==> src/logic/wr_path_pkg.sv <==
package wr_path_pkg;

  // bus widths
  localparam int ADDR_WIDTH = 32;
  localparam int DATA_WIDTH = 32;
  localparam int STRB_WIDTH = DATA_WIDTH / 8;
  localparam int ID_WIDTH   = 4;
  // AXI4 awlen is always eight bits
  localparam int LEN_WIDTH  = 8;

  // memory chunk geometry, one chunk is four 32-bit beats
  localparam int CHUNK_BEATS = 4;
  localparam int CHUNK_BYTES = 16;

  // AXI encodings
  localparam logic [1:0] BURST_INCR = 2'b01;
  localparam logic [1:0] RESP_OKAY  = 2'b00;

  typedef logic [ID_WIDTH-1:0] id_t;

  // one memory write command per chunk
  // seq is low on the first chunk of a burst
  typedef struct packed {
    logic [ADDR_WIDTH-1:0] addr;
    id_t                   id;
    logic                  seq;
  } mem_cmd_t;

  // one buffered write beat
  typedef struct packed {
    logic [STRB_WIDTH-1:0] strb;
    logic [DATA_WIDTH-1:0] data;
    logic                  last;
  } wr_beat_t;

endpackage

==> src/logic/burst_req_if.sv <==
`timescale 1ns/1ps

// one accepted AXI write burst, handed from the capture FSM to the chunker
interface burst_req_if;

  logic                                valid;
  logic                                ready;
  logic [wr_path_pkg::ADDR_WIDTH-1:0]  addr;
  wr_path_pkg::id_t                    id;
  logic [wr_path_pkg::LEN_WIDTH-1:0]   len;

  // capture FSM side
  modport source (
    output valid,
    output addr,
    output id,
    output len,
    input  ready
  );

  // chunker side
  modport sink (
    input  valid,
    input  addr,
    input  id,
    input  len,
    output ready
  );

endinterface

==> src/logic/sync_fifo.sv <==
`timescale 1ns/1ps

module sync_fifo #(
  parameter type T     = logic,
  parameter int  DEPTH = 4
) (
  input  logic clock,
  input  logic reset,

  input  logic valid_i,
  output logic ready_o,
  input  T     data_i,

  output logic valid_o,
  input  logic ready_i,
  output T     data_o
);

  localparam int PTR_W = (DEPTH > 1) ? $clog2(DEPTH) : 1;
  localparam int CNT_W = $clog2(DEPTH + 1);

  T mem_q [DEPTH];

  logic [PTR_W-1:0] wr_ptr_q;
  logic [PTR_W-1:0] rd_ptr_q;
  logic [CNT_W-1:0] count_q;
  logic             push;
  logic             pop;

  assign ready_o = (count_q != CNT_W'(DEPTH));
  assign valid_o = (count_q != '0);
  assign data_o  = mem_q[rd_ptr_q];

  assign push = valid_i && ready_o;
  assign pop  = valid_o && ready_i;

  // storage, written only when there is room
  always_ff @(posedge clock) begin
    if (push) begin
      mem_q[wr_ptr_q] <= data_i;
    end
  end

  always_ff @(posedge clock) begin
    if (reset) begin
      wr_ptr_q <= '0;
      rd_ptr_q <= '0;
      count_q  <= '0;
    end else begin
      if (push) begin
        wr_ptr_q <= (wr_ptr_q == PTR_W'(DEPTH - 1)) ? '0 : wr_ptr_q + 1'b1;
      end
      if (pop) begin
        rd_ptr_q <= (rd_ptr_q == PTR_W'(DEPTH - 1)) ? '0 : rd_ptr_q + 1'b1;
      end
      // count moves only when exactly one side fires
      if (push && !pop) begin
        count_q <= count_q + 1'b1;
      end else if (pop && !push) begin
        count_q <= count_q - 1'b1;
      end
    end
  end

endmodule

==> src/logic/burst_chunker.sv <==
`timescale 1ns/1ps

module burst_chunker (
  input  logic                  clock,
  input  logic                  reset,

  burst_req_if.sink             req,

  output logic                  cmd_valid_o,
  input  logic                  cmd_ready_i,
  output wr_path_pkg::mem_cmd_t cmd_o
);

  localparam int SHIFT = $clog2(wr_path_pkg::CHUNK_BEATS);
  // (len+1)/CHUNK_BEATS reaches 256/4 for the longest AXI4 burst
  localparam int CNT_W = wr_path_pkg::LEN_WIDTH + 1 - SHIFT;

  logic [wr_path_pkg::ADDR_WIDTH-1:0] addr_q;
  wr_path_pkg::id_t                   id_q;
  logic [CNT_W-1:0]                   remain_q;
  logic                               first_q;

  logic [wr_path_pkg::LEN_WIDTH:0]    beats;
  logic [CNT_W-1:0]                   chunks;
  logic                               req_fire;
  logic                               cmd_fire;

  assign beats  = {1'b0, req.len} + 1'b1;
  assign chunks = beats[wr_path_pkg::LEN_WIDTH:SHIFT];

  // a new burst is taken only once the previous one is fully issued
  assign req.ready = (remain_q == '0);
  assign req_fire  = req.valid && req.ready;

  assign cmd_valid_o = (remain_q != '0);
  assign cmd_fire    = cmd_valid_o && cmd_ready_i;

  assign cmd_o.addr = addr_q;
  assign cmd_o.id   = id_q;
  assign cmd_o.seq  = !first_q;

  always_ff @(posedge clock) begin
    if (reset) begin
      remain_q <= '0;
      first_q  <= 1'b0;
    end else if (req_fire) begin
      remain_q <= chunks;
      first_q  <= 1'b1;
    end else if (cmd_fire) begin
      remain_q <= remain_q - 1'b1;
      first_q  <= 1'b0;
    end
  end

  // chunk address, stepped on each command handshake
  always_ff @(posedge clock) begin
    if (req_fire) begin
      addr_q <= req.addr;
      id_q   <= req.id;
    end else if (cmd_fire) begin
      addr_q <= addr_q + wr_path_pkg::ADDR_WIDTH'(wr_path_pkg::CHUNK_BYTES);
    end
  end

endmodule

==> src/logic/wr_capture_fsm.sv <==
`timescale 1ns/1ps

module wr_capture_fsm #(
  parameter int MAX_PENDING = 4
) (
  input  logic                               clock,
  input  logic                               reset,

  input  logic                               awvalid_i,
  output logic                               awready_o,
  input  logic [wr_path_pkg::ADDR_WIDTH-1:0] awaddr_i,
  input  wr_path_pkg::id_t                   awid_i,
  input  logic [wr_path_pkg::LEN_WIDTH-1:0]  awlen_i,

  input  logic                               wvalid_i,
  output logic                               wready_o,
  input  logic                               wlast_i,
  input  logic                               beat_ready_i,

  burst_req_if.source                        req,

  output logic                               id_push_o,
  input  logic                               id_ready_i,

  input  logic                               done_i,
  output logic                               bvalid_o,
  input  logic                               bready_i,
  output logic [1:0]                         bresp_o
);

  typedef enum logic [1:0] {
    ST_IDLE,
    ST_FILL,
    ST_BUSY
  } state_t;

  localparam int PEND_W = $clog2(MAX_PENDING + 1);

  state_t            state_q;
  logic              aw_fire;
  logic              wlast_fire;
  logic              b_fire;
  logic [PEND_W-1:0] pending_q;

  // AW only when the chunker is free and the response ID can be queued
  assign awready_o = (state_q == ST_IDLE) && req.ready && id_ready_i;
  assign wready_o  = (state_q == ST_FILL) && beat_ready_i;

  assign aw_fire    = awvalid_i && awready_o;
  assign wlast_fire = wvalid_i && wready_o && wlast_i;
  assign id_push_o  = aw_fire;

  always_ff @(posedge clock) begin
    if (reset) begin
      // start in BUSY so AW stays closed for the first cycle out of reset
      state_q <= ST_BUSY;
    end else begin
      case (state_q)
        ST_IDLE: begin
          if (aw_fire) begin
            state_q <= ST_FILL;
          end
        end
        ST_FILL: begin
          if (wlast_fire) begin
            state_q <= ST_BUSY;
          end
        end
        ST_BUSY: begin
          // wait for room in the data FIFO
          if (beat_ready_i) begin
            state_q <= ST_IDLE;
          end
        end
        default: begin
          state_q <= ST_BUSY;
        end
      endcase
    end
  end

  // burst request towards the chunker
  always_ff @(posedge clock) begin
    if (reset) begin
      req.valid <= 1'b0;
    end else if (aw_fire) begin
      req.valid <= 1'b1;
    end else if (req.ready) begin
      req.valid <= 1'b0;
    end
  end

  always_ff @(posedge clock) begin
    if (aw_fire) begin
      req.addr <= awaddr_i;
      req.id   <= awid_i;
      req.len  <= awlen_i;
    end
  end

  // completed bursts still owed a B response
  assign b_fire = bvalid_o && bready_i;

  always_ff @(posedge clock) begin
    if (reset) begin
      pending_q <= '0;
    end else if (done_i && !b_fire) begin
      pending_q <= pending_q + 1'b1;
    end else if (b_fire && !done_i) begin
      pending_q <= pending_q - 1'b1;
    end
  end

  assign bvalid_o = (pending_q != '0);
  assign bresp_o  = wr_path_pkg::RESP_OKAY;

endmodule

==> src/logic/axi_wr_path.sv <==
`timescale 1ns/1ps

module axi_wr_path #(
  parameter int CMD_DEPTH  = 16,
  parameter int DATA_DEPTH = 64
) (
  input  logic                               clock,
  input  logic                               reset,

  // AXI4 write address
  input  logic                               axi_awvalid_i,
  output logic                               axi_awready_o,
  input  logic [wr_path_pkg::ADDR_WIDTH-1:0] axi_awaddr_i,
  input  logic [wr_path_pkg::ID_WIDTH-1:0]   axi_awid_i,
  input  logic [wr_path_pkg::LEN_WIDTH-1:0]  axi_awlen_i,
  // only INCR is supported, so the burst type is not looked at
  input  logic [1:0]                         axi_awburst_i,

  // AXI4 write data
  input  logic                               axi_wvalid_i,
  output logic                               axi_wready_o,
  input  logic [wr_path_pkg::DATA_WIDTH-1:0] axi_wdata_i,
  input  logic [wr_path_pkg::STRB_WIDTH-1:0] axi_wstrb_i,
  input  logic                               axi_wlast_i,

  // AXI4 write response
  output logic                               axi_bvalid_o,
  input  logic                               axi_bready_i,
  output logic [1:0]                         axi_bresp_o,
  output logic [wr_path_pkg::ID_WIDTH-1:0]   axi_bid_o,

  // memory command port
  output logic                               mem_store_o,
  input  logic                               mem_accept_i,
  output logic                               mem_wseq_o,
  output logic [wr_path_pkg::ID_WIDTH-1:0]   mem_wrid_o,
  output logic [wr_path_pkg::ADDR_WIDTH-1:0] mem_addr_o,

  // memory data port
  output logic                               mem_valid_o,
  input  logic                               mem_ready_i,
  output logic                               mem_last_o,
  output logic [wr_path_pkg::STRB_WIDTH-1:0] mem_strb_o,
  output logic [wr_path_pkg::DATA_WIDTH-1:0] mem_data_o
);

  // one ID slot per burst waiting for its response
  localparam int ID_DEPTH = 4;

  burst_req_if req_if ();

  logic                  chunk_valid;
  logic                  chunk_ready;
  wr_path_pkg::mem_cmd_t chunk_cmd;
  wr_path_pkg::mem_cmd_t mem_cmd;

  wr_path_pkg::wr_beat_t beat_in;
  wr_path_pkg::wr_beat_t beat_out;
  logic                  beat_ready;

  logic                  id_push;
  logic                  id_ready;

  assign beat_in.strb = axi_wstrb_i;
  assign beat_in.data = axi_wdata_i;
  assign beat_in.last = axi_wlast_i;

  assign mem_addr_o = mem_cmd.addr;
  assign mem_wrid_o = mem_cmd.id;
  assign mem_wseq_o = mem_cmd.seq;

  assign mem_strb_o = beat_out.strb;
  assign mem_data_o = beat_out.data;
  assign mem_last_o = beat_out.last;

  wr_capture_fsm #(
    .MAX_PENDING (ID_DEPTH)
  ) u_capture (
    .clock        (clock),
    .reset        (reset),
    .awvalid_i    (axi_awvalid_i),
    .awready_o    (axi_awready_o),
    .awaddr_i     (axi_awaddr_i),
    .awid_i       (axi_awid_i),
    .awlen_i      (axi_awlen_i),
    .wvalid_i     (axi_wvalid_i),
    .wready_o     (axi_wready_o),
    .wlast_i      (axi_wlast_i),
    .beat_ready_i (beat_ready),
    .req          (req_if.source),
    .id_push_o    (id_push),
    .id_ready_i   (id_ready),
    .done_i       (mem_valid_o & mem_ready_i & mem_last_o),
    .bvalid_o     (axi_bvalid_o),
    .bready_i     (axi_bready_i),
    .bresp_o      (axi_bresp_o)
  );

  burst_chunker u_chunker (
    .clock       (clock),
    .reset       (reset),
    .req         (req_if.sink),
    .cmd_valid_o (chunk_valid),
    .cmd_ready_i (chunk_ready),
    .cmd_o       (chunk_cmd)
  );

  sync_fifo #(
    .T     (wr_path_pkg::mem_cmd_t),
    .DEPTH (CMD_DEPTH)
  ) u_cmd_fifo (
    .clock   (clock),
    .reset   (reset),
    .valid_i (chunk_valid),
    .ready_o (chunk_ready),
    .data_i  (chunk_cmd),
    .valid_o (mem_store_o),
    .ready_i (mem_accept_i),
    .data_o  (mem_cmd)
  );

  // whole bursts are buffered here, so W can run ahead of the memory
  sync_fifo #(
    .T     (wr_path_pkg::wr_beat_t),
    .DEPTH (DATA_DEPTH)
  ) u_data_fifo (
    .clock   (clock),
    .reset   (reset),
    .valid_i (axi_wvalid_i & axi_wready_o),
    .ready_o (beat_ready),
    .data_i  (beat_in),
    .valid_o (mem_valid_o),
    .ready_i (mem_ready_i),
    .data_o  (beat_out)
  );

  // the head entry is always the ID of the oldest unanswered burst
  sync_fifo #(
    .T     (wr_path_pkg::id_t),
    .DEPTH (ID_DEPTH)
  ) u_id_fifo (
    .clock   (clock),
    .reset   (reset),
    .valid_i (id_push),
    .ready_o (id_ready),
    .data_i  (axi_awid_i),
    .valid_o (),
    .ready_i (axi_bvalid_o & axi_bready_i),
    .data_o  (axi_bid_o)
  );

endmodule

==> config.mk <==
export PLATFORM = sky130hd
export DESIGN_NAME = axi_wr_path
export DESIGN_NICKNAME = d
export VERILOG_FILES = /design/src/logic/wr_path_pkg.sv /design/src/logic/burst_req_if.sv /design/src/logic/sync_fifo.sv /design/src/logic/burst_chunker.sv /design/src/logic/wr_capture_fsm.sv /design/src/logic/axi_wr_path.sv
export SDC_FILE = /design/constraint.sdc
export NUM_CORES = 2
export LEC_CHECK = 0
export ABC_AREA = 0
export BUFFER_PORTS_ARGS = -buffer_cell sky130_fd_sc_hd__clkbuf_2
export CAP_MARGIN = 20
export CORE_UTILIZATION = 46
export CTS_CLUSTER_SIZE = 28
export DETAILED_ROUTE_END_ITERATION = 16
export GPL_TIMING_DRIVEN = 0
export REMOVE_ABC_BUFFERS = 1
export SLEW_MARGIN = 5
export SYNTH_ARGS = -nofsm -noshare
export SYNTH_HDL_FRONTEND = slang
export SYNTH_SLANG_ARGS = --single-unit
==> constraint.sdc <==
create_clock -name clock -period 6.5 [get_ports clock]
set_input_delay 0.65 -clock clock [delete_from_list [all_inputs] [get_ports clock]]
set_output_delay 0.65 -clock clock [all_outputs]
set_load 0.03 [all_outputs]
==> metrics <==
EDFF count, synth 3056; Synth area leaders edfxtp_1, mux4_2, dfxtp_1, a22oi_1, a22o_1; critical-path cell list buf_16 -> buf_16 -> buf_16 -> buf_16 -> mux4_2 -> a22oi_1 -> a21oi_1 -> nor2_1 -> o221ai_1 -> clkbuf_2; gr ovfl total 0; CP most frequent cell buf_16; Adder-Cell Fraction of Synth Area 0.00352; Die Ht 510 µm; XOR/XNOR share of the synthesized area 0.00391; RSZ-0062 raised after global routing no; top-area cell type share of the netlist area 0.773; routability congestion estimate 0.749; largest family of logic cells by synthesized area multiplexers; worst-path cell with the longest stage delay dfxtp_4; final-report setup violation count 0; post-DP HPWL 192000 µm; full die area 260000 µm²; post-synthesis cell count 5255; Fin Clk Skew 0.0704 ns; DRC errors left 0; final hold violation count 0; Synth Flop Type edfxtp_1; initial cell density of the core 0.462; CTS max path bufs 4; Crit Path Max Fanout 39; Top delay family on crit path buffers and inverters; Final min period 6.00 ns; pwr/cell area 358 nW/µm²; layout cells sized above 1 0.296; Yosys reg bits 3121; Mapped Area 119000 µm²; static leakage 43.1 nW; Antenna Violating Nets Remaining 0; latest clock arrival within the worst-skew pair 0.94 ns; vias in the first global route 58300; final core occ 0.545; Routed WL 314000 µm; largest net degree at the start of global routing 75; Tot GR Track Use 0.242; IO buf count 170; FILL cells 19000; Worst Hold Class primary input to flop; final net count 5927; worst slew pin tran 1.12 ns; H-tree depth 5; Die Wd 510 µm; Avg Inst Size Synth 22.6 µm²; first-pass GRT wire length 440000 µm; Synth Area in Compound Gates 0.0290; # resized after CTS 0; Via Count 58100; crit share post-route 0.923; Worst Hold Slack 0.0691 ns; yosys warns 0; status finished clean; sequential area share after synthesis 0.784; endpoint type of the worst setup path output port; Bufs and invs on worst path 5; drt via density 6.17; # IOs 175; commonest non-fill, non-tap cells in the layout edfxtp_1, mux4_2, clkbuf_16; Max-slew headroom 0.243; DR iter-0 viols 7152; Setup CP Type flop to output port; Max Clk Rate 167 MHz; core region area 257000 µm²; Startpoint Class flop; Max stage delay on crit path 0.77 ns; initial antenna violation count 21; max_cap viols 0; row count 186; Slew Limit Fails 0; post-synth top area cell edfxtp_1; Layout area overhead 17.8%; maximum vdd drop 0.280 mV; Num CTS Buffers 329; CTS Root Cell clkbuf_16; 1st-pass router iterations 5; Post-Synth Simple-Gate Area 0.0184; per-cell routed wire length 33.3 µm; CTS tree done; FFs w/ async S/R, synth 0; Worst-path clk slew 0.06 ns; Required @ worst endpoint 5.85 ns; most common cell after layout, fill and taps aside edfxtp_1; CTS sink count 3121; crit path DAT 5.35 ns; mux cell area share after synthesis 0.149; post-synthesis cell type count 62
## path summary, 6_finish.rpt
check        slack (ns)                     end  depth (start not counted)                 from
max                0.50          mem_data_o[13]                         10                 flop
min                0.07    u_capture.state_q[1]                          3         axi_wvalid_i
max reg2reg        2.39  u_capture.pending_q[2]                         13                 flop
min reg2reg        0.41       u_chunker.id_q[1]                          0  u_capture.req.id[1]
## per-layer routing
metal / GRT usage / vias up / wire length [µm]
met5: 0 / - / 107
met4: 0.0762 / 16 / 10100
met3: 0.0413 / 571 / 24600
met2: 0.389 / 2672 / 152000
met1: 0.340 / 31400 / 127000
li1: - / 23500 / -
## state kept, by name (all words and copies together), names as in the netlist, 4 cells and up, named ones only
register / cells
u_capture.req.addr: 32
u_capture.req.id: 4
u_capture.req.len: 8
u_chunker.addr_q: 32
u_chunker.id_q: 4
u_chunker.remain_q: 7
u_cmd_fifo.count_q: 5
u_cmd_fifo.mem_q: 592
u_cmd_fifo.rd_ptr_q: 4
u_cmd_fifo.wr_ptr_q: 4
u_data_fifo.count_q: 7
u_data_fifo.mem_q: 2368
u_data_fifo.rd_ptr_q: 6
u_data_fifo.wr_ptr_q: 6
u_id_fifo.mem_q: 16
## synth_stat cells, types with 27 or more instances
cell type,n
nor2_1,162
nor2b_1,34
xor2_1,32
o21ai_1,43
nand2_1,108
a221oi_1,31
buf_1,27
buf_2,81
nand3_1,61
a22o_1,71
edfxtp_1,3056
ha_1,27
a22oi_1,163
dfxtp_1,65
mux4_2,781
a21oi_1,94
clkbuf_1,140
## tightest hold or removal path: stages
cell,delay (ns)
clkbuf_2,0.10
a31oi_1,0.07
o21bai_1,0.11
## through the flow
stage	TNS (ns)	cells	power [mW]	instance area (µm²)	setup slack [ns]
floorplan	-873.26	4977	30.2	117000	-22.49
global placement	-4057.95	8531	32.1	122000	-55.20
detailed placement	0	8782	32.5	128000	1.18
CTS	0	9391	50.4	139000	0.197
global route	0	9424	51.7	140000	0.152
finish	0	9426	50.0	140000	0.498
## area by class of cell
class	count	area, µm²	share of cell area
antenna	2	5.00	0.0000358
clock buffer	406	8800	0.0629
clock inverter	159	1380	0.00988
inverter	24	92.6	0.000662
multi-input combinational	1832	24900	0.178
sequential	3121	93100	0.666
tap	3384	4230	0.0303
timing repair buffer	498	7290	0.0521
## power breakdown
part | internal, mW | total, mW | switching (mW)
combinational | 3.69 | 8.02 | 4.32
clock | 10.5 | 18.0 | 7.48
sequential | 23.2 | 24.0 | 0.765
## cells by family (layout without fill, tap and decap cells)
kind of cell | Yosys count | after routing
flops | 3121 | 3121
mux | 791 | 791
compound gates | 490 | 490
simple gates | 465 | 465
buf+inv | 303 | 1087
xor+xnor | 53 | 53
fa+ha+maj | 31 | 31
other cells | 1 | 4
## what timing repair did
action                                 4_1_cts  5_1_grt
hold buffers                                44        0
buffers inserted                             0        0
endpoints found under the hold margin       60        0
(Power assumes the default switching activity.)
